## config.mk

```make
export PLATFORM = sky130hd
export DESIGN_NAME = io_system
export DESIGN_NICKNAME = d
export VERILOG_FILES = /design/src/rtl/io_map_pkg.sv /design/src/rtl/io_regs_pkg.sv /design/src/rtl/io_reg_if.sv /design/src/rtl/io_decoder.sv /design/src/rtl/io_gpio.sv /design/src/rtl/io_system.sv /design/src/rtl/io_timer.sv /design/src/rtl/irq_controller.sv
export VERILOG_INCLUDE_DIRS = /design/src /design/src/rtl
export SDC_FILE = /design/constraint.sdc
export NUM_CORES = 1
export LEC_CHECK = 0
export BUFFER_PORTS_ARGS = -buffer_cell sky130_fd_sc_hd__clkbuf_2
export CORE_ASPECT_RATIO = 1.1
export CORE_MARGIN = 4
export CORE_UTILIZATION = 55
export DETAILED_ROUTE_END_ITERATION = 10
export PLACE_DENSITY = 0.77
export SLEW_MARGIN = 20
export SYNTH_ARGS = -nofsm -noshare
export SYNTH_HDL_FRONTEND = slang
export SYNTH_SLANG_ARGS = --single-unit
```

## constraint.sdc

```tcl
create_clock -name clk -period 5.2 [get_ports clk]
set_clock_uncertainty 0.1 [all_clocks]
set_input_delay 0.26 -clock clk [delete_from_list [all_inputs] [get_ports clk]]
set_output_delay 0.26 -clock clk [all_outputs]
set_load 0.01 [all_outputs]
```

## src/rtl/io_macros.svh

```systemverilog
`ifndef IO_MACROS_SVH
`define IO_MACROS_SVH

// Bus widths.
`define IO_ADDR_W 16
`define IO_DATA_W 16

// Peripheral address map.
`define IO_IRQ_BASE    16'h0010
`define IO_TIMER_BASE  16'h0018
`define IO_GPIO_BASE   16'h0028
`define IO_BLOCK_BYTES 8

`define IO_NUM_IRQ 2

`endif

```

## src/rtl/io_map_pkg.sv

```systemverilog
`include "io_macros.svh"

package io_map_pkg;

	typedef logic [`IO_ADDR_W-1:0] addr_t;
	typedef logic [`IO_DATA_W-1:0] data_t;
	typedef logic [1:0]            lane_t;
	typedef logic [2:0]            reg_off_t;

	// ------------------------------------------------------------
	localparam reg_off_t OFF_IRQ_ENABLE  = 3'd0;
	localparam reg_off_t OFF_IRQ_PENDING = 3'd2;

	localparam reg_off_t OFF_TMR_CONFIG  = 3'd0;
	localparam reg_off_t OFF_TMR_COUNTER = 3'd2;
	localparam reg_off_t OFF_TMR_RELOAD  = 3'd4;
	localparam reg_off_t OFF_TMR_COMPARE = 3'd6;

	localparam reg_off_t OFF_GPIO_DIR    = 3'd0;
	localparam reg_off_t OFF_GPIO_OUT    = 3'd2;
	localparam reg_off_t OFF_GPIO_IN     = 3'd4;

	// Byte-lane merge of new data over an old word.
	function automatic data_t lane_merge(input data_t old_word, input data_t new_word,
		input lane_t lanes);
		data_t res;
		res = old_word;
		if (lanes[0])
			res[7:0] = new_word[7:0];
		if (lanes[1])
			res[15:8] = new_word[15:8];
		return res;
	endfunction

endpackage

```

## src/rtl/io_regs_pkg.sv

```systemverilog
`include "io_macros.svh"

package io_regs_pkg;

	// Timer config byte, MSB first.
	typedef struct packed
	{
		logic [3:0] reserved; // Read back as written.
		logic [1:0] prescale;
		logic       one_shot;
		logic       enable;
	} timer_cfg_s;

	typedef union packed
	{
		logic [7:0] raw;
		timer_cfg_s fields;
	} timer_cfg_u;

	typedef logic [`IO_NUM_IRQ-1:0] irq_vec_t;

	typedef logic [7:0] port_byte_t;

endpackage

```

## src/rtl/io_reg_if.sv

```systemverilog
`timescale 1ns/1ps

interface io_reg_if;

	logic                 sel;
	logic                 wr;
	io_map_pkg::reg_off_t wr_off;
	io_map_pkg::reg_off_t rd_off;
	io_map_pkg::lane_t    lanes;
	io_map_pkg::data_t    wdata;
	io_map_pkg::data_t    rdata;

	modport host
	(
		output sel,
		output wr,
		output wr_off,
		output rd_off,
		output lanes,
		output wdata,
		input  rdata
	);

	modport dev
	(
		input  sel,
		input  wr,
		input  wr_off,
		input  rd_off,
		input  lanes,
		input  wdata,
		output rdata
	);

endinterface

```

## src/rtl/io_decoder.sv

```systemverilog
`timescale 1ns/1ps
`include "io_macros.svh"

module io_decoder
(
	input  logic              clk,
	input  logic              rst_n,
	input  io_map_pkg::addr_t rd_addr,
	input  io_map_pkg::addr_t wr_addr,
	input  io_map_pkg::data_t wr_data,
	input  io_map_pkg::lane_t wr_en,
	output io_map_pkg::data_t rd_data,
	io_reg_if.host            irq_bus,
	io_reg_if.host            tmr_bus,
	io_reg_if.host            gpio_bus
);

	function automatic logic in_block(input io_map_pkg::addr_t a, input io_map_pkg::addr_t base);
		return (a >= base) && (32'(a) < 32'(base) + `IO_BLOCK_BYTES);
	endfunction

	function automatic io_map_pkg::reg_off_t block_off(input io_map_pkg::addr_t a,
		input io_map_pkg::addr_t base);
		io_map_pkg::addr_t d;
		d = a - base;
		return {d[2:1], 1'b0}; // Odd byte address ignored.
	endfunction

	logic              wr_any;
	logic              rd_hit;
	logic              same_word;
	io_map_pkg::data_t rd_word;
	io_map_pkg::data_t rd_next;

	assign wr_any = |wr_en;

	// ------------------------------------------------------------
	assign irq_bus.sel    = in_block(rd_addr, `IO_IRQ_BASE);
	assign irq_bus.rd_off = block_off(rd_addr, `IO_IRQ_BASE);
	assign irq_bus.wr     = wr_any && in_block(wr_addr, `IO_IRQ_BASE);
	assign irq_bus.wr_off = block_off(wr_addr, `IO_IRQ_BASE);
	assign irq_bus.lanes  = wr_en;
	assign irq_bus.wdata  = wr_data;

	assign tmr_bus.sel    = in_block(rd_addr, `IO_TIMER_BASE);
	assign tmr_bus.rd_off = block_off(rd_addr, `IO_TIMER_BASE);
	assign tmr_bus.wr     = wr_any && in_block(wr_addr, `IO_TIMER_BASE);
	assign tmr_bus.wr_off = block_off(wr_addr, `IO_TIMER_BASE);
	assign tmr_bus.lanes  = wr_en;
	assign tmr_bus.wdata  = wr_data;

	assign gpio_bus.sel    = in_block(rd_addr, `IO_GPIO_BASE);
	assign gpio_bus.rd_off = block_off(rd_addr, `IO_GPIO_BASE);
	assign gpio_bus.wr     = wr_any && in_block(wr_addr, `IO_GPIO_BASE);
	assign gpio_bus.wr_off = block_off(wr_addr, `IO_GPIO_BASE);
	assign gpio_bus.lanes  = wr_en;
	assign gpio_bus.wdata  = wr_data;

	// ------------------------------------------------------------
	assign rd_hit    = irq_bus.sel | tmr_bus.sel | gpio_bus.sel;
	assign rd_word   = irq_bus.rdata | tmr_bus.rdata | gpio_bus.rdata; // Idle blocks drive 0.
	assign same_word = (rd_addr[`IO_ADDR_W-1:1] == wr_addr[`IO_ADDR_W-1:1]);

	always_comb
	begin
		rd_next = '0;
		if (rd_hit)
			rd_next = io_map_pkg::lane_merge(rd_word, wr_data, same_word ? wr_en : 2'b00);
	end

	always_ff @(posedge clk)
	begin
		if (!rst_n)
			rd_data <= '0;
		else
			rd_data <= rd_next;
	end

endmodule

```

## src/rtl/io_gpio.sv

```systemverilog
`timescale 1ns/1ps

module io_gpio
(
	input  logic                    clk,
	input  logic                    rst_n,
	io_reg_if.dev                   bus,
	input  io_regs_pkg::port_byte_t pins_in,
	output io_regs_pkg::port_byte_t pins_out,
	output io_regs_pkg::port_byte_t pins_oe
);

	io_regs_pkg::port_byte_t dir;
	io_regs_pkg::port_byte_t out;
	io_regs_pkg::port_byte_t in_meta;
	io_regs_pkg::port_byte_t in_sync;
	logic                    dir_wr;
	logic                    out_wr;

	assign dir_wr = bus.wr && bus.lanes[0] && (bus.wr_off == io_map_pkg::OFF_GPIO_DIR);
	assign out_wr = bus.wr && bus.lanes[0] && (bus.wr_off == io_map_pkg::OFF_GPIO_OUT);

	always_ff @(posedge clk)
	begin
		if (!rst_n)
		begin
			dir     <= '0;
			out     <= '0;
			in_meta <= '0;
			in_sync <= '0;
		end
		else
		begin
			if (dir_wr)
				dir <= bus.wdata[7:0];
			if (out_wr)
				out <= bus.wdata[7:0];
			in_meta <= pins_in; // Two-flop synchronizer.
			in_sync <= in_meta;
		end
	end

	assign pins_oe  = dir;
	assign pins_out = out;

	always_comb
	begin
		bus.rdata = '0;
		if (bus.sel)
		begin
			case (bus.rd_off)
				io_map_pkg::OFF_GPIO_DIR: bus.rdata = {8'h00, dir};
				io_map_pkg::OFF_GPIO_OUT: bus.rdata = {8'h00, out};
				io_map_pkg::OFF_GPIO_IN:  bus.rdata = {8'h00, in_sync};
				default: ;
			endcase
		end
	end

endmodule

```

## src/rtl/io_system.sv

```systemverilog
`timescale 1ns/1ps
`include "io_macros.svh"

module io_system
(
	input  logic                  clk,
	input  logic                  rst_n,
	input  logic [`IO_ADDR_W-1:0] rd_addr,
	output logic [`IO_DATA_W-1:0] rd_data,
	input  logic [`IO_ADDR_W-1:0] wr_addr,
	input  logic [`IO_DATA_W-1:0] wr_data,
	input  logic [1:0]            wr_en,
	output logic                  irq,
	input  logic [7:0]            gpio_in,
	output logic [7:0]            gpio_out,
	output logic [7:0]            gpio_oe
);

	logic [`IO_NUM_IRQ-1:0] irq_src; // Bit 0 overflow, bit 1 compare.

	io_reg_if irq_bus ();
	io_reg_if tmr_bus ();
	io_reg_if gpio_bus ();

	io_decoder u_decoder
	(
		.clk      (clk),
		.rst_n    (rst_n),
		.rd_addr  (rd_addr),
		.wr_addr  (wr_addr),
		.wr_data  (wr_data),
		.wr_en    (wr_en),
		.rd_data  (rd_data),
		.irq_bus  (irq_bus),
		.tmr_bus  (tmr_bus),
		.gpio_bus (gpio_bus)
	);

	irq_controller #(.NUM_IRQ(`IO_NUM_IRQ)) u_irq
	(
		.clk     (clk),
		.rst_n   (rst_n),
		.bus     (irq_bus),
		.sources (irq_src),
		.irq     (irq)
	);

	io_timer u_timer
	(
		.clk         (clk),
		.rst_n       (rst_n),
		.bus         (tmr_bus),
		.overflow    (irq_src[0]),
		.compare_hit (irq_src[1])
	);

	io_gpio u_gpio
	(
		.clk      (clk),
		.rst_n    (rst_n),
		.bus      (gpio_bus),
		.pins_in  (gpio_in),
		.pins_out (gpio_out),
		.pins_oe  (gpio_oe)
	);

endmodule

```

## src/rtl/io_timer.sv

```systemverilog
`timescale 1ns/1ps

module io_timer
(
	input  logic  clk,
	input  logic  rst_n,
	io_reg_if.dev bus,
	output logic  overflow,
	output logic  compare_hit
);

	io_regs_pkg::timer_cfg_u cfg;
	io_map_pkg::data_t       counter;
	io_map_pkg::data_t       reload;
	io_map_pkg::data_t       compare;
	io_map_pkg::data_t       step_val;
	logic [2:0]              presc_cnt;
	logic [2:0]              presc_max;
	logic                    tick;
	logic                    wrap;
	logic                    cfg_wr;
	logic                    cnt_wr;
	logic                    rld_wr;
	logic                    cmp_wr;

	always_comb
	begin
		cfg_wr = bus.wr && bus.lanes[0] && (bus.wr_off == io_map_pkg::OFF_TMR_CONFIG);
		cnt_wr = bus.wr && (bus.wr_off == io_map_pkg::OFF_TMR_COUNTER);
		rld_wr = bus.wr && (bus.wr_off == io_map_pkg::OFF_TMR_RELOAD);
		cmp_wr = bus.wr && (bus.wr_off == io_map_pkg::OFF_TMR_COMPARE);
	end

	// ------------------------------------------------------------
	assign presc_max = (3'd1 << cfg.fields.prescale) - 3'd1; // 1, 2, 4 or 8 cycles.
	assign tick      = cfg.fields.enable && (presc_cnt == presc_max);
	assign wrap      = (counter == '1);
	assign step_val  = wrap ? reload : counter + 16'd1;

	always_ff @(posedge clk)
	begin
		if (!rst_n)
		begin
			cfg         <= '0;
			counter     <= '0;
			reload      <= '0;
			compare     <= '0;
			presc_cnt   <= '0;
			overflow    <= 1'b0;
			compare_hit <= 1'b0;
		end
		else
		begin
			overflow    <= 1'b0;
			compare_hit <= 1'b0;
			if (cnt_wr || tick || !cfg.fields.enable)
				presc_cnt <= '0;
			else
				presc_cnt <= presc_cnt + 3'd1;
			if (cnt_wr)
				counter <= io_map_pkg::lane_merge(counter, bus.wdata, bus.lanes);
			else if (tick)
			begin
				counter     <= step_val;
				overflow    <= wrap;
				compare_hit <= (step_val == compare);
				if (wrap && cfg.fields.one_shot)
					cfg.fields.enable <= 1'b0; // One-shot stops here.
			end
			if (cfg_wr)
				cfg.raw <= bus.wdata[7:0]; // Bus write beats one-shot stop.
			if (rld_wr)
				reload <= io_map_pkg::lane_merge(reload, bus.wdata, bus.lanes);
			if (cmp_wr)
				compare <= io_map_pkg::lane_merge(compare, bus.wdata, bus.lanes);
		end
	end

	always_comb
	begin
		bus.rdata = '0;
		if (bus.sel)
		begin
			case (bus.rd_off)
				io_map_pkg::OFF_TMR_CONFIG:  bus.rdata = {8'h00, cfg.raw};
				io_map_pkg::OFF_TMR_COUNTER: bus.rdata = counter;
				io_map_pkg::OFF_TMR_RELOAD:  bus.rdata = reload;
				io_map_pkg::OFF_TMR_COMPARE: bus.rdata = compare;
				default: ;
			endcase
		end
	end

endmodule

```

## src/rtl/irq_controller.sv

```systemverilog
`timescale 1ns/1ps

module irq_controller
#(
	parameter int NUM_IRQ = 2
)
(
	input  logic                  clk,
	input  logic                  rst_n,
	io_reg_if.dev                 bus,
	input  io_regs_pkg::irq_vec_t sources,
	output logic                  irq
);

	logic [NUM_IRQ-1:0] enable;
	logic [NUM_IRQ-1:0] pending;
	logic [NUM_IRQ-1:0] clr;
	logic               en_wr;
	logic               pend_wr;

	assign en_wr   = bus.wr && bus.lanes[0] && (bus.wr_off == io_map_pkg::OFF_IRQ_ENABLE);
	assign pend_wr = bus.wr && bus.lanes[0] && (bus.wr_off == io_map_pkg::OFF_IRQ_PENDING);
	assign clr     = pend_wr ? bus.wdata[NUM_IRQ-1:0] : '0; // Write 1 to clear.

	always_ff @(posedge clk)
	begin
		if (!rst_n)
		begin
			enable  <= '0;
			pending <= '0;
			irq     <= 1'b0;
		end
		else
		begin
			if (en_wr)
				enable <= bus.wdata[NUM_IRQ-1:0];
			pending <= (pending & ~clr) | sources; // Set wins over clear.
			irq     <= |(pending & enable);
		end
	end

	always_comb
	begin
		bus.rdata = '0;
		if (bus.sel)
		begin
			case (bus.rd_off)
				io_map_pkg::OFF_IRQ_ENABLE:  bus.rdata[NUM_IRQ-1:0] = enable;
				io_map_pkg::OFF_IRQ_PENDING: bus.rdata[NUM_IRQ-1:0] = pending;
				default: ;
			endcase
		end
	end

endmodule

```

# Word level (Yosys, flattened, before mapping)
# Cells that the tools add are included.
[classes] n_addsub=9 order_cmp=12 eq_ne=18 shifts=1 mux=19 n_bitwise=10 n_reduce_logical=46
[op_table] operator="16-bit 2-to-1 mux" n=5
[op_table] operator="16-bit by 5-bit greater-or-equal comparator with 1-bit output (second input constant)" n=4
[op_table] operator="16-bit by 6-bit < comparator with 1-bit output (second input constant)" n=4
[op_table] operator="16-bit case mux with 4 select lines" n=1
[op_table] operator="16-bit by 6-bit greater-or-equal comparator with 1-bit output (second input constant)" n=2
[op_table] operator="16-bit by 5-bit < comparator with 1-bit output (second input constant)" n=2
[op_table] operator="8-bit 2-to-1 mux" n=4
[op_table] operator="8-bit case mux with 3 select lines" n=1
[op_table] operator="1-bit logical AND" n=22
[op_table] operator="3-bit by 1-bit subtractor with 3-bit output (second input constant)" n=7
[op_table] operator="3-bit logical NOT" n=6
[op_table] operator="16-bit by 1-bit adder with 16-bit output (second input constant)" n=1
[op_table] operator="16-bit == test" n=1
[op_table] operator="16-bit == test (second input constant)" n=1
[op_table] operator="16-bit bitwise OR" n=1
[op_table] operator="2-bit by 16-bit bitwise OR with 16-bit output" n=1
[op_table] operator="15-bit == test" n=1
[op_table] operator="2-bit AND reduction" n=7
[op_table] operator="2-bit by 1-bit == test with 1-bit output (second input constant)" n=6
[op_table] operator="2-bit == test (second input constant)" n=5
[op_table] operator="2-bit 2-to-1 mux" n=3
[op_table] operator="2-bit nonzero test" n=3
[op_table] operator="2-bit OR reduction" n=3
[op_table] operator="2-bit AND" n=2
[op_table] operator="15 further kinds" n=22
[totals] reg_bits=114 out_inout_bits=33 word_cells=134

# Logic depth before layout (Yosys ltp)
# Gate-level depths: netlist (run 1).
[logic_depth] depth_word=9 mapped_depth=9 mapped_depth_nobuf=8

# By module
# A second synthesis (run 1) with hierarchy kept.
[hier_totals] hier_cells=832 area_unflattened_um2=7250.7
[modules_own_cells] mod="io_timer" instances=1 cells_per_inst=443 area_each_um2=3821.2
[modules_own_cells] mod="io_decoder" instances=1 cells_per_inst=209 area_each_um2=1721.7
[modules_own_cells] mod="io_gpio" instances=1 cells_per_inst=135 area_each_um2=1350.0
[modules_own_cells] mod="irq_controller" instances=1 cells_per_inst=45 area_each_um2=357.8

# Worst setup path after synthesis (run 1)
# OpenSTA, ideal clock, no wires.
[synth_timing] path_type="reg-to-reg" from="register u_timer.counter[0]" to="register u_timer.compare_hit" setup_ns=0.088 arrival_ns=2.274 setup_slack_ns=2.738 stages_incl_launch_ff=9 synth_period_minus_slack_ns=2.462 cell_sequence="dfxtp_1 -> ha_1 -> nand4_4 -> nor4_4 -> a22oi_1 -> xnor2_1 -> a2111oi_2 -> nand3_1 -> nor4_2"
[synth_between] elab_chain_cells=3 word_cells_on_any_way=4 cone_classes="add/sub: 1; eq/ne: 2; mux: 1"
[synth_lines] item="from (decl)" line_no="io_timer.sv:13" text="io_map_pkg::data_t counter;"
[synth_lines] item="from (signal assigned)" line_no="io_timer.sv:61" text="counter <= io_map_pkg::lane_merge(counter, bus.wdata, bus.lanes);"
[synth_lines] item="from (signal assigned)" line_no="io_timer.sv:64" text="counter <= step_val;"
[synth_lines] item="16-bit by 1-bit adder with 16-bit output / 16-bit == test (equally long branches)" line_no="io_timer.sv:38, io_timer.sv:37"
[synth_lines] item="16-bit 2-to-1 mux *" line_no="io_timer.sv:38" text="assign step_val = wrap ? reload : counter + 16'd1;"
[synth_lines] item="16-bit == test *" line_no="io_timer.sv:66" text="compare_hit <= (step_val == compare);"
[synth_lines] item="to (signal assigned)" line_no="io_timer.sv:66"
[synth_lines] item="to (decl)" line_no="io_timer.sv:9" text="output logic compare_hit"
# Mark *: on every way between the ends. The rest lies on a longest branch, timed or not.
# A chain may end at the register's enable or synchronous reset.

# Worst setup path after layout (run 1)
# Ends and elaborated chain as after synthesis.

==> results of run 1 <==
Yosys cell counts, drive strengths merged (2+ instances only):
library cell    n  area (µm²)
dfxtp         114        2280
or4             8        71.3
a21oi          52         268
nand3          24         125
a31oi           3        18.8
a22o            4        35.0
buf            19         120
ha              2        25.0
mux2            8        90.1
a222oi          2        20.0
xnor2          27         236
and2           18         113
nand4           9        77.6
nor2b           7        43.8
mux2i          45         463
a22oi          10        75.1
nand2         106         403
o21ai          32         160
clkbuf         24         104
a2111oi         2        42.5
a21o            2        15.0
a311oi          5        43.8
mux4            8         184
nor2           69         262
a211oi         19         143
or2             2        12.5
nor4            6        73.8
or3             2        12.5
nor3            9        56.3
xor2           13         114
inv             7        26.3
a221o           2        20.0
and3           13        81.3
o211ai          4        30.0
worst min-delay path by stage:
stage,end,slack (ns)
detailed placement,u_gpio.in_sync[5],0.32
floorplan,u_gpio.in_meta[0],0.29
global route,u_timer.compare[11],0.03
global placement,u_gpio.in_sync[5],0.31
CTS,u_timer.compare[9],0.02
finish,u_timer.compare[9],0.03
power by group:
group	internal, W	leakage [nW]	switching (W)
clock	0.000630	0.272	0.000473
combinational	0.0000410	1.68	0.0000688
sequential	0.000879	0.921	0.00000151
total	0.00155	2.87	0.000543
cell type report:
type | count | area [µm²]
sequential | 114 | 2280
clock buffer | 17 | 425
clock inverter | 15 | 136
multi-input combinational | 522 | 3400
timing repair buffer | 102 | 561
fill | 837 | 3430
tap | 143 | 179
inverter | 7 | 26.3
metal layers:
metal | up-vias | routed length [µm]
met4 | 0 | 604
met2 | 288 | 8710
met1 | 2656 | 6940
met3 | 45 | 1510
met5 | - | 0
li1 | 2598 | -
worst max-delay path, stage by stage (launching register included):
cell	delay (ns)
sky130_fd_sc_hd__dfxtp_1	0.47
sky130_fd_sc_hd__ha_1	0.33
sky130_fd_sc_hd__nand4_4	0.17
sky130_fd_sc_hd__nor4_4	0.87
sky130_fd_sc_hd__a22oi_1	0.26
sky130_fd_sc_hd__xnor2_1	0.19
sky130_fd_sc_hd__a2111oi_2	0.43
sky130_fd_sc_hd__nand3_1	0.14
sky130_fd_sc_hd__nor4_2	0.27
cell families after synthesis:
group / Yosys count / synth area share
AOI/OAI and AO/OA: 141 / 0.153
xor gates and xnor gates: 40 / 0.0591
adders and majority gates: 2 / 0.00422
buffers and inverters: 50 / 0.0422
DFF: 114 / 0.385
muxes: 61 / 0.124
and+or+nand+nor: 278 / 0.232
through the flow:
stage / area [µm²] / power [W] / util
after floorplan: 5930 / 0.000949 / -
after global placement: 6360 / 0.000997 / 0.609
after global routing: 7010 / 0.00215 / 0.671
final: 7010 / 0.00209 / 0.671
after CTS: 7000 / 0.00210 / 0.671
after detailed placement: 6360 / 0.00100 / 0.609
flip-flops by register name, indices dropped and copies added, names as in the netlist, 3 cells and up:
register,flops
u_timer.counter,16
u_decoder.rd_data,16
u_timer.reload,16
u_timer.cfg,8
u_gpio.in_sync,8
u_gpio.pins_out,8
u_timer.presc_cnt,3
u_gpio.in_meta,8
u_gpio.pins_oe,8
u_timer.compare,16
placed cells by master (no fill, tap or decap), drive strengths merged, types with 2 or more instances in the layout:
cell type      n
dfxtp        114
or2            2
a21o           2
xnor2         27
nor4           6
nand2        106
a22o           4
or4            8
clkinv         2
xor2          13
dlygate4sd3    8
o211ai         4
nand3         24
and3          13
a222oi         2
mux2           8
a21oi         52
ha             2
clkinvlp       2
a221o          2
nand4          9
inv           18
a211oi        19
nor3           9
or3            2
a311oi         5
o21ai         32
clkbuf       108
a31oi          3
a22oi         10
mux4           8
mux2i         45
a2111oi        2
and2          18
nor2b          7
buf            3
nor2          69
repair_timing:
| item | CTS | global route |
|---|---|---|
| hold buffers | 8 | 0 |
| setup endpoints to repair | 0 | 0 |
| endpoints found under the hold margin | 8 | 0 |
==> results, run 1 <==
- The flow ran to the end, and the final reports show no timing, DRC or antenna violations.
- For this run, global-route usage on met1 was measured as 0.350.
- In this run, synthesis inferred 0 flip-flops with an integrated enable.
- A synthesized cell averages 8.65 µm².
- The critical path in this run is classified as flop to flop.
- After legalization and detailed placement, the total HPWL measured 12200 µm.
- The post-detailed-route count of antenna-violating nets is 0.
- 0 antenna diodes ended up in the layout.
- The worst register-to-register path begins at u_timer.counter[0].
- Dividing the detail-routed via count by the number of cells gives around 6.1.
- The starting density of the core is 0.568.
- Buffers placed on the I/O ports in this run total 90.
- The number of global-route vias before repair is 5548.
- STA classifies the critical path endpoint as a flop.
- The total wirelength of the detailed-routed design is between 15000 and 20000 µm.
- Across the run, the number of max-cap violations was 0.
- The tightest hold path in the finished design has a slack of roughly 0.028 ns.
- Entering global routing, the biggest net connects 41 pins.
- Synthesis inferred 114 register bits.
- In this run the worst setup path terminates at u_timer.compare_hit.
- The worst-case reg-to-reg path depth is 8.
- The count of cell types in the netlist is 63.
- The total area inside the core boundary comes to 10400 µm².
- VDD sags by at most 0.272 mV.
- In this run the critical register-to-register path is captured at u_timer.compare_hit.
- The worst pin sits at a relative slew slack of 0.376.
- The die covers 12500 µm².
- Once placement completed, the tool counted placed cells totaling between 800 and 900.
- CTS placed an instance of sky130_fd_sc_hd__clkbuf_16 at the clock tree root.
- The count of cells in the finished layout, fillers not included, comes to 920.
- Of the available clock period, the critical path in the final layout requires 0.638.
- The post-placement worst setup slack is 1.99 ns.
- Counting every instance in the synthesized netlist gives around 690.
- The total number of yosys warnings is 0.
- The data arrival time of the worst path is 3.55 ns.
- The relative area change from synthesis to final layout is 18.2%.
- The number of iterations in the first detailed-routing pass is 5.
- The cell area power density is approximately 300 nW/µm².
- Buffers added to address setup during post-CTS repair amount to 0.
- The remaining global-route overflow is 0.
- For this run, global-route usage on met2 was measured as 0.481.
- The source-to-sink clock delay at the later pin of the worst-skew pair is ~0.42 ns.
- The final route contains 5587 vias.
- For this run, design rule violations remaining after detail routing come to 0.
- The sum of negative setup slack is 0 ns.
- The height of the die is 117 µm.
- The number of cells on the worst hold path is 3.
- The number of hold violations in the final report was 0.
- The worst setup path is launched from a flop.
- Setup repair after global routing left no endpoint under its margin.
- The overall track demand over capacity in global routing is 0.289.
- The predominant post-synthesis flop cell is sky130_fd_sc_hd__dfxtp_1.
- The maximum fanout count along the critical path is 16.
- The violation count after the first detailed-route iteration is 537.
- For the pin with the worst max-slew slack, the measured transition is between 0.9 and 1 ns.
- For met3 alone, demand over resource in global routing was 0.0784.
- The data required time of the critical path is about 5.4 ns.
- The setup check on the worst reg-to-reg path leaves a slack of 1.88 ns.
- The number of sinks handled by clock tree synthesis is 114.
- The global routing stage identified its most utilized layer as met2.
- The class of the worst hold path is input port to flop.
- The maximum operating frequency is 301 MHz.
- The level count of the clock H-tree is 4.
- The most critical setup path has its startpoint at u_timer.counter[0].
- The share of the Yosys chip area taken by registers is 0.385.
- Clock-pin slew was measured on the worst setup and hold paths at ~0.06 ns.
- The setup-violating endpoint count in the final report is 0.
- The count of boundary I/O pins is 93.
- After detailed routing, the average wire length per cell comes to 19.3 µm.
- The number of gates resized after CTS is 0.
- The initial antenna violation count is 0.
- The global-route wire length before repair is 28300 µm.
- The final-stage net count is about 830.
- The total clock buffers created by CTS is 17.
- TritonCTS built the clock tree.
- The congestion estimate from routability-driven global placement came to roughly 0.9.
- In this run the most critical hold path is launched from wr_data[9].
- The minimum period implied by the final worst setup slack is 3.32 ns.
- The max-slew violation total from the final report is 0.
- The post-synthesis net count is 748.
- In the synthesized netlist the async set-or-reset flop fraction comes to 0.
- Of the cells placed in the final design, the portion with a size suffix greater than 1 is 0.211.
- The floorplan step set the die width to 107 µm.
- The final setup slack of the worst path is 1.88 ns.
- The synthesized cell area is 5930 µm².
- The number of rows in the core area is 39.
- The leakage power of the design is 2.87 nW.
- Counting along the longest clock path gives a buffer depth of 2.
No activity file was read; power rests on OpenSTA's default activity.
==> run 2: changes to the inputs <==
- clock period: 5.2 -> 3.3 ns (I/O delays scaled with it)
==> results, run 2 (synthesis gave the netlist of run 1 again) <==
- The number of hold buffers added after CTS is 20 (was 8).
- The root cell of the clock tree is sky130_fd_sc_hd__clkbuf_16 (unchanged).
- The maximum operating frequency came to 357 MHz (was 301 MHz).
- The routability-driven placement congestion ratio is 0.955 (was 0.926).
- The number of buffers added for setup after CTS is 0 (unchanged).
- The final standard cell utilization of the core is 0.686 (was 0.671).
- The cell area power density is 463 nW/µm² (was 299 nW/µm²).
- The ratio of routed vias to standard cells is 6.22 (was 6.07).
- The CTS tree was built (unchanged).
- The starting density of the core was 0.568 (unchanged).
- Top library cells by usage in the layout, fill and taps aside: sky130_fd_sc_hd__dfxtp_1 (114), sky130_fd_sc_hd__nand2_1 (104), sky130_fd_sc_hd__clkbuf_2 (90) (unchanged).
- The source-to-sink clock delay at the later pin of the worst-skew pair was 0.42 ns (about the same).
- The initial antenna violation count is 0 (unchanged).
- The worst hold margin is 0.00712 ns (was 0.0278 ns).
- The number of fillers in the final layout is 817 (was 837).
- The setup-violating endpoint count in the final report came to 0 (unchanged).
- The global-route wire length before repair is 28700 µm (was 28300 µm).
- The category of the worst setup path launch point is a flop (unchanged).
- The die width was 107 µm (unchanged).
- The number of global-route vias before repair is 5647 (was 5548).
- The total clock buffers created by CTS is 17 (unchanged).
- The relative max-transition margin is 0.407 (was 0.376).
- The number of I/O port buffers is 90 (unchanged).
- The overall via count from detail_route came to 5825 (was 5587).
- The sum of negative setup slack is 0 ns (unchanged).
- The class of the worst hold path is input port to flop (unchanged).
- The count of boundary I/O pins was 93 (unchanged).
- Ordered list of cells on the worst path: ha_1, nand4_4, nor4_4, buf_4, a31oi_1, a221oi_2, xor2_1, nand4_1, nor4_2 (was ha_1, nand4_4, nor4_4, a22oi_1, xnor2_1, a2111oi_2, nand3_1, nor4_2).
- The critical path class is flop to flop (unchanged).
- The actual slew at the worst max-slew pin is 0.889 ns (was 0.929 ns).
- The CTS clock-pin slew for the worst setup and hold paths was 0.06 ns (about the same).
- The remaining global-route overflow was 0 (unchanged).
- The die footprint is 12500 µm² (unchanged).
- The clock tree buffer depth came to 2 (unchanged).
- The total wirelength of the detailed-routed design is 18100 µm (was 17800 µm).
- The cell family with the largest share of critical-path delay is simple AND/OR/NAND/NOR gates (unchanged).
- The worst ir drop on vdd came to 0.466 mV (was 0.272 mV).
- Unrepaired setup endpoints after global routing: no (unchanged).
- The relative area change from synthesis to final layout is 20.7% (was 18.2%).
- The data arrival time of the worst path is 3.03 ns (was 3.55 ns).
- The highest cell delay on the worst timing path is 0.46 ns (was 0.87 ns).
- The max-slew violation total from the final report is 0 (unchanged).
- The reported max-cap violation count is 0 (unchanged).
- The floorplan core area was 10400 µm² (unchanged).
- The area taken by flip-flops and latches is 2280 µm² (unchanged).
- The final routed DRC violation total was 0 (unchanged).
- The leakage power of the design came to 2.94 nW (was 2.87 nW).
- The violation count after the first detailed-route iteration is 722 (was 537).
- The number of hold violations in the final report was 0 (unchanged).
- The pin count of the biggest net entering global routing is 66 (was 41).
- The combined buffer and inverter count along the critical path is 1 (was 0).
- The level count of the clock H-tree was 4 (unchanged).
- The footprint of the multi-input gates came to 3400 µm² (unchanged).
- The post-detailed-route count of antenna-violating nets is 0 (unchanged).
- The overall track demand over capacity in global routing came to 0.296 (was 0.289).
- The number of sinks handled by clock tree synthesis is 114 (unchanged).
- The most common cell after layout, fill and taps aside is sky130_fd_sc_hd__dfxtp_1 (unchanged).
- The height of the die was 117 µm (unchanged).
- The number of gates resized after CTS is 0 (unchanged).
- The power after layout came to 0.00332 W (was 0.00209 W).
- The highest-delay cell along the critical path is sky130_fd_sc_hd__dfxtp_1 (was sky130_fd_sc_hd__nor4_4).
- The maximum fanout count along the critical path is 15 (was 16).
- The number of iterations in the first detailed-routing pass is 5 (unchanged).
- The minimum period implied by the final worst setup slack is 2.80 ns (was 3.32 ns).
- The data required time of the critical path is 3.53 ns (was 5.43 ns).
- The number of diodes added for antenna fixing came to 0 (unchanged).
- The final-stage net count is 842 (was 826).
- The element type at the critical path end was a flop (unchanged).
- The layout cell share with drive strength beyond 1 is 0.212 (was 0.211).
- The sum of net half-perimeters after detailed placement came to 12500 µm (was 12200 µm).
- The final worst-path cycle share is 0.848 (was 0.638).
- The routed wire length per instance is 19.4 µm (was 19.3 µm).
- Run status: completed (unchanged).
- The number of rows in the core area is 39 (unchanged).
[run 2: cell types whose count changed in the layout (fill, tap and decap cells not counted), sizes merged]
cell         delta
inv             -1
clkinv          +1
buf             +4
dlygate4sd3    +12
[run 2: metrics by stage]
step / worst slack (ns) / instances / cell area [µm²]
floorplan: 0.838 / 686 / 5930
global placement: 0.672 / 883 / 6390
detailed placement: 0.569 / 883 / 6390
CTS: 0.543 / 935 / 7150
global route: 0.307 / 936 / 7160
finish: 0.501 / 936 / 7160
[run 2: final cells by class]
class	count	share of cell area
Inverter	7	0.00384
Timing Repair Buffer	118	0.0993
Clock inverter	15	0.0189
Tap cell	143	0.0250
Sequential cell	114	0.319
Multi-Input combinational cell	522	0.475
Clock buffer	17	0.0594
[run 2: worst min-delay path, cell delays in order]
cell and delay [ns]:
sky130_fd_sc_hd__clkbuf_2 0.16, sky130_fd_sc_hd__nand2_1 0.09, sky130_fd_sc_hd__a21oi_1 0.06
[run 2: routing by layer]
| layer | vias to the layer above | share of wire | track usage |
|---|---|---|---|
| li1 | 2636 | - | - |
| met1 | 2771 | 0.40 | 0.369 |
| met2 | 349 | 0.48 | 0.493 |
| met3 | 69 | 0.081 | 0.0466 |
| met4 | 0 | 0.039 | 0.162 |
| met5 | - | 0 | 0 |
[run 2: power breakdown]
| part | switching, W | total, W | internal (W) |
|---|---|---|---|
| registers | 0.00000227 | 0.00139 | 0.00139 |
| logic | 0.000108 | 0.000183 | 0.0000748 |
| clock network | 0.000754 | 0.00175 | 0.000993 |
[run 2: final timing paths]
check	cells after the start	endpoint	slack [ns]	start
setup / recovery	9	u_timer.compare_hit	0.50	u_timer.counter[0]
hold / removal	3	u_timer.compare[5]	0.007	wr_data[5]
setup reg to reg	9	u_timer.compare_hit	0.50	u_timer.counter[0]
hold reg to reg	1	u_gpio.in_sync[2]	0.34	u_gpio.in_meta[2]
==> run 3: changes to the inputs <==
- CORE_UTILIZATION: 55 -> 52
- PLACE_DENSITY: 0.77 -> 0.76
- clock period: 3.3 -> 2.3 ns (I/O delays scaled with it)
==> results, run 3 (synthesis gave the netlist of run 1 again) <==
- Top library cells by usage in the layout, fill and taps aside: sky130_fd_sc_hd__dfxtp_1 (105), sky130_fd_sc_hd__nand2_1 (104), sky130_fd_sc_hd__clkbuf_2 (90) (was sky130_fd_sc_hd__dfxtp_1 (114), sky130_fd_sc_hd__nand2_1 (104), sky130_fd_sc_hd__clkbuf_2 (90)).
- The leakage power of the design is 3.31 nW (was 2.94 nW).
- The number of rows in the core area was 40 (was 39).
- The most common cell after layout, fill and taps aside is sky130_fd_sc_hd__dfxtp_1 (unchanged).
- The sum of net half-perimeters after detailed placement is 13500 µm (was 12500 µm).
- The starting density of the core came to 0.536 (was 0.568).
- The category of the worst setup path launch point is a flop (unchanged).
- The remaining global-route overflow came to 0 (unchanged).
- The root cell of the clock tree is sky130_fd_sc_hd__clkbuf_16 (unchanged).
- The switching power share of the total is 0.231 (was 0.260).
- The CTS clock-pin slew for the worst setup and hold paths is 0.06 ns (about the same).
- The post-detailed-route count of antenna-violating nets is 0 (unchanged).
- The class of the worst hold path is input port to flop (unchanged).
- The final-stage net count is 900 (was 842).
- The total wirelength of the detailed-routed design came to 19600 µm (was 18100 µm).
- The layout cell share with drive strength beyond 1 was 0.282 (was 0.212).
- The overall track demand over capacity in global routing is 0.300 (was 0.296).
- The relative area change from synthesis to final layout was 32.8% (was 20.7%).
- The global-route wire length before repair is 30500 µm (was 28700 µm).
- The final setup slack of the worst path came to -0.0275 ns (was 0.501 ns).
- The routed wire length per instance is 19.6 µm (was 19.4 µm).
- The number of fillers in the final layout is 817 (unchanged).
- The actual slew at the worst max-slew pin is 0.548 ns (was 0.889 ns).
- The number of iterations in the first detailed-routing pass is 8 (was 5).
- The maximum fanout count along the critical path was 5 (was 15).
- The worst setup path startpoint is u_timer.counter[0] (unchanged).
- The violation count after the first detailed-route iteration is 639 (was 722).
- The data arrival time of the worst path is 2.53 ns (was 3.03 ns).
- Run status: finished with violations (was completed).
- The die width is 110 µm (was 107 µm).
- The number of sinks handled by clock tree synthesis came to 114 (unchanged).
- The switching component of the power was 0.00118 W (was 0.000864 W).
- The routability-driven placement congestion ratio is 0.971 (was 0.955).
- The minimum period implied by the final worst setup slack is 2.33 ns (was 2.80 ns).
- The final reports fail on negative setup slack.
- The number of I/O port buffers came to 90 (unchanged).
- The power share of the sequential group is 0.389 (was 0.418).
- The source-to-sink clock delay at the later pin of the worst-skew pair came to 0.42 ns (about the same).
- Unrepaired setup endpoints after global routing: yes (was no).
- The worst-case reg-to-reg path depth came to 10 (was 9).
- The endpoint of the worst register-to-register path was u_timer.compare_hit (unchanged).
- The worst ir drop on vdd is 0.654 mV (was 0.466 mV).
- The element type at the critical path end is a flop (unchanged).
- The die footprint came to 13200 µm² (was 12500 µm²).
- The reported max-cap violation count is 0 (unchanged).
- The critical path class is flop to flop (unchanged).
- The max-slew violation total from the final report was 0 (unchanged).
- The maximum operating frequency is 430 MHz (was 357 MHz).
- The cell area power density is 650 nW/µm² (was 463 nW/µm²).
- The ratio of routed vias to standard cells is 6.03 (was 6.22).
- The power after layout is 0.00512 W (was 0.00332 W).
- The internal reg-to-reg setup slack is -0.03 ns (was 0.50 ns).
- The final worst-path cycle share is 1.01 (was 0.848).
- The end of the critical path was u_timer.compare_hit (unchanged).
- The setup-violating endpoint count in the final report came to 1 (was 0).
- The pin count of the biggest net entering global routing is 55 (was 66).
- The total clock buffers created by CTS is 17 (unchanged).
- The level count of the clock H-tree is 4 (unchanged).
- The overall via count from detail_route is 6016 (was 5825).
- The cell-internal power was 0.00394 W (was 0.00245 W).
- The clock share of power was 0.556 (was 0.527).
- The height of the die is 120 µm (was 117 µm).
- The worst flop-to-flop path startpoint was u_timer.counter[0] (unchanged).
- The relative max-transition margin is 0.635 (was 0.407).
- The final routed DRC violation total is 0 (unchanged).
- The number of diodes added for antenna fixing is 0 (unchanged).
- The combinational group share of total power is 0.055 (about the same).
- The data required time of the critical path was 2.51 ns (was 3.53 ns).
- The final standard cell utilization of the core came to 0.712 (was 0.686).
- The floorplan core area is 11100 µm² (was 10400 µm²).
- The clock tree buffer depth is 2 (unchanged).
- The initial antenna violation count is 0 (unchanged).
- The number of global-route vias before repair is 5794 (was 5647).
- The number of hold violations in the final report came to 0 (unchanged).
- The CTS tree is built (unchanged).
- The count of boundary I/O pins was 93 (unchanged).
run 3: through the flow:
step | TNS (ns) | hold slack, ns | cell area (µm²) | instances | setup WS, ns
2_1_floorplan | 0 | 0.142 | 5950 | 686 | 0.0460
3_3_place_gp | 0 | 0.220 | 6760 | 928 | 0.0150
3_5_place_dp | -0.0107 | 0.226 | 6760 | 928 | -0.0107
4_1_cts | 0 | 0.0695 | 7760 | 990 | 0.00151
5_1_grt | -0.105 | 0.102 | 7880 | 998 | -0.105
6_report | -0.0275 | 0.0829 | 7880 | 998 | -0.0275
run 3: power by group through the flow:
stage	clock network (W)	logic [W]	registers [W]
after floorplan	0	0.000112	0.00203
after global placement	0	0.000230	0.00203
after detailed placement	0	0.000237	0.00203
after CTS	0.00285	0.000272	0.00199
after global routing	0.00295	0.000297	0.00199
final	0.00285	0.000280	0.00199
run 3: critical path, stage by stage, from the launching register on:
cell and delay, ns:
sky130_fd_sc_hd__dfxtp_2 0.36, sky130_fd_sc_hd__ha_4 0.17, sky130_fd_sc_hd__nand4_4 0.12, sky130_fd_sc_hd__nor4_4 0.28, sky130_fd_sc_hd__buf_6 0.18, sky130_fd_sc_hd__buf_12 0.11, sky130_fd_sc_hd__nor2_1 0.05, sky130_fd_sc_hd__a21oi_2 0.16
sky130_fd_sc_hd__xor2_1 0.23, sky130_fd_sc_hd__nand4_1 0.16, sky130_fd_sc_hd__nor4_2 0.32
run 3: worst min path at each step:
stage	start	to	slack [ns]	cells after the start
CTS	wr_en[1]	u_timer.counter[14]	0.07	3
global placement	gpio_in[5]	u_gpio.in_meta[5]	0.22	2
global route	wr_en[1]	u_timer.counter[15]	0.10	3
detailed placement	gpio_in[3]	u_gpio.in_meta[3]	0.23	2
floorplan	gpio_in[0]	u_gpio.in_meta[0]	0.14	1
finish	wr_en[1]	u_timer.counter[15]	0.08	3
run 3: area by class of cell:
cell class | count | area [µm²] | area share
clock buffer | 18 | 429 | 0.0545
clock inverter | 14 | 205 | 0.0260
inverter | 7 | 26.3 | 0.00334
multi-input combinational | 523 | 3520 | 0.447
sequential | 114 | 2300 | 0.291
tap | 147 | 184 | 0.0233
timing repair buffer | 175 | 1210 | 0.154
run 3: what timing repair did:
item,CTS,global route
resized for setup,17,11
cloned,1,0
hold buffers,25,0
endpoints found under the hold margin,61,0
buffers inserted,4,8
endpoints found under the setup margin,1,7
pin swaps,11,13
run 3: per-layer routing:
| layer | global-route usage | share of wire | up-vias |
|---|---|---|---|
| met1 | 0.385 | 0.39 | 2855 |
| met3 | 0.0898 | 0.088 | 72 |
| met2 | 0.469 | 0.48 | 340 |
| met5 | 0 | 0 | - |
| li1 | - | - | 2749 |
| met4 | 0.116 | 0.037 | 0 |
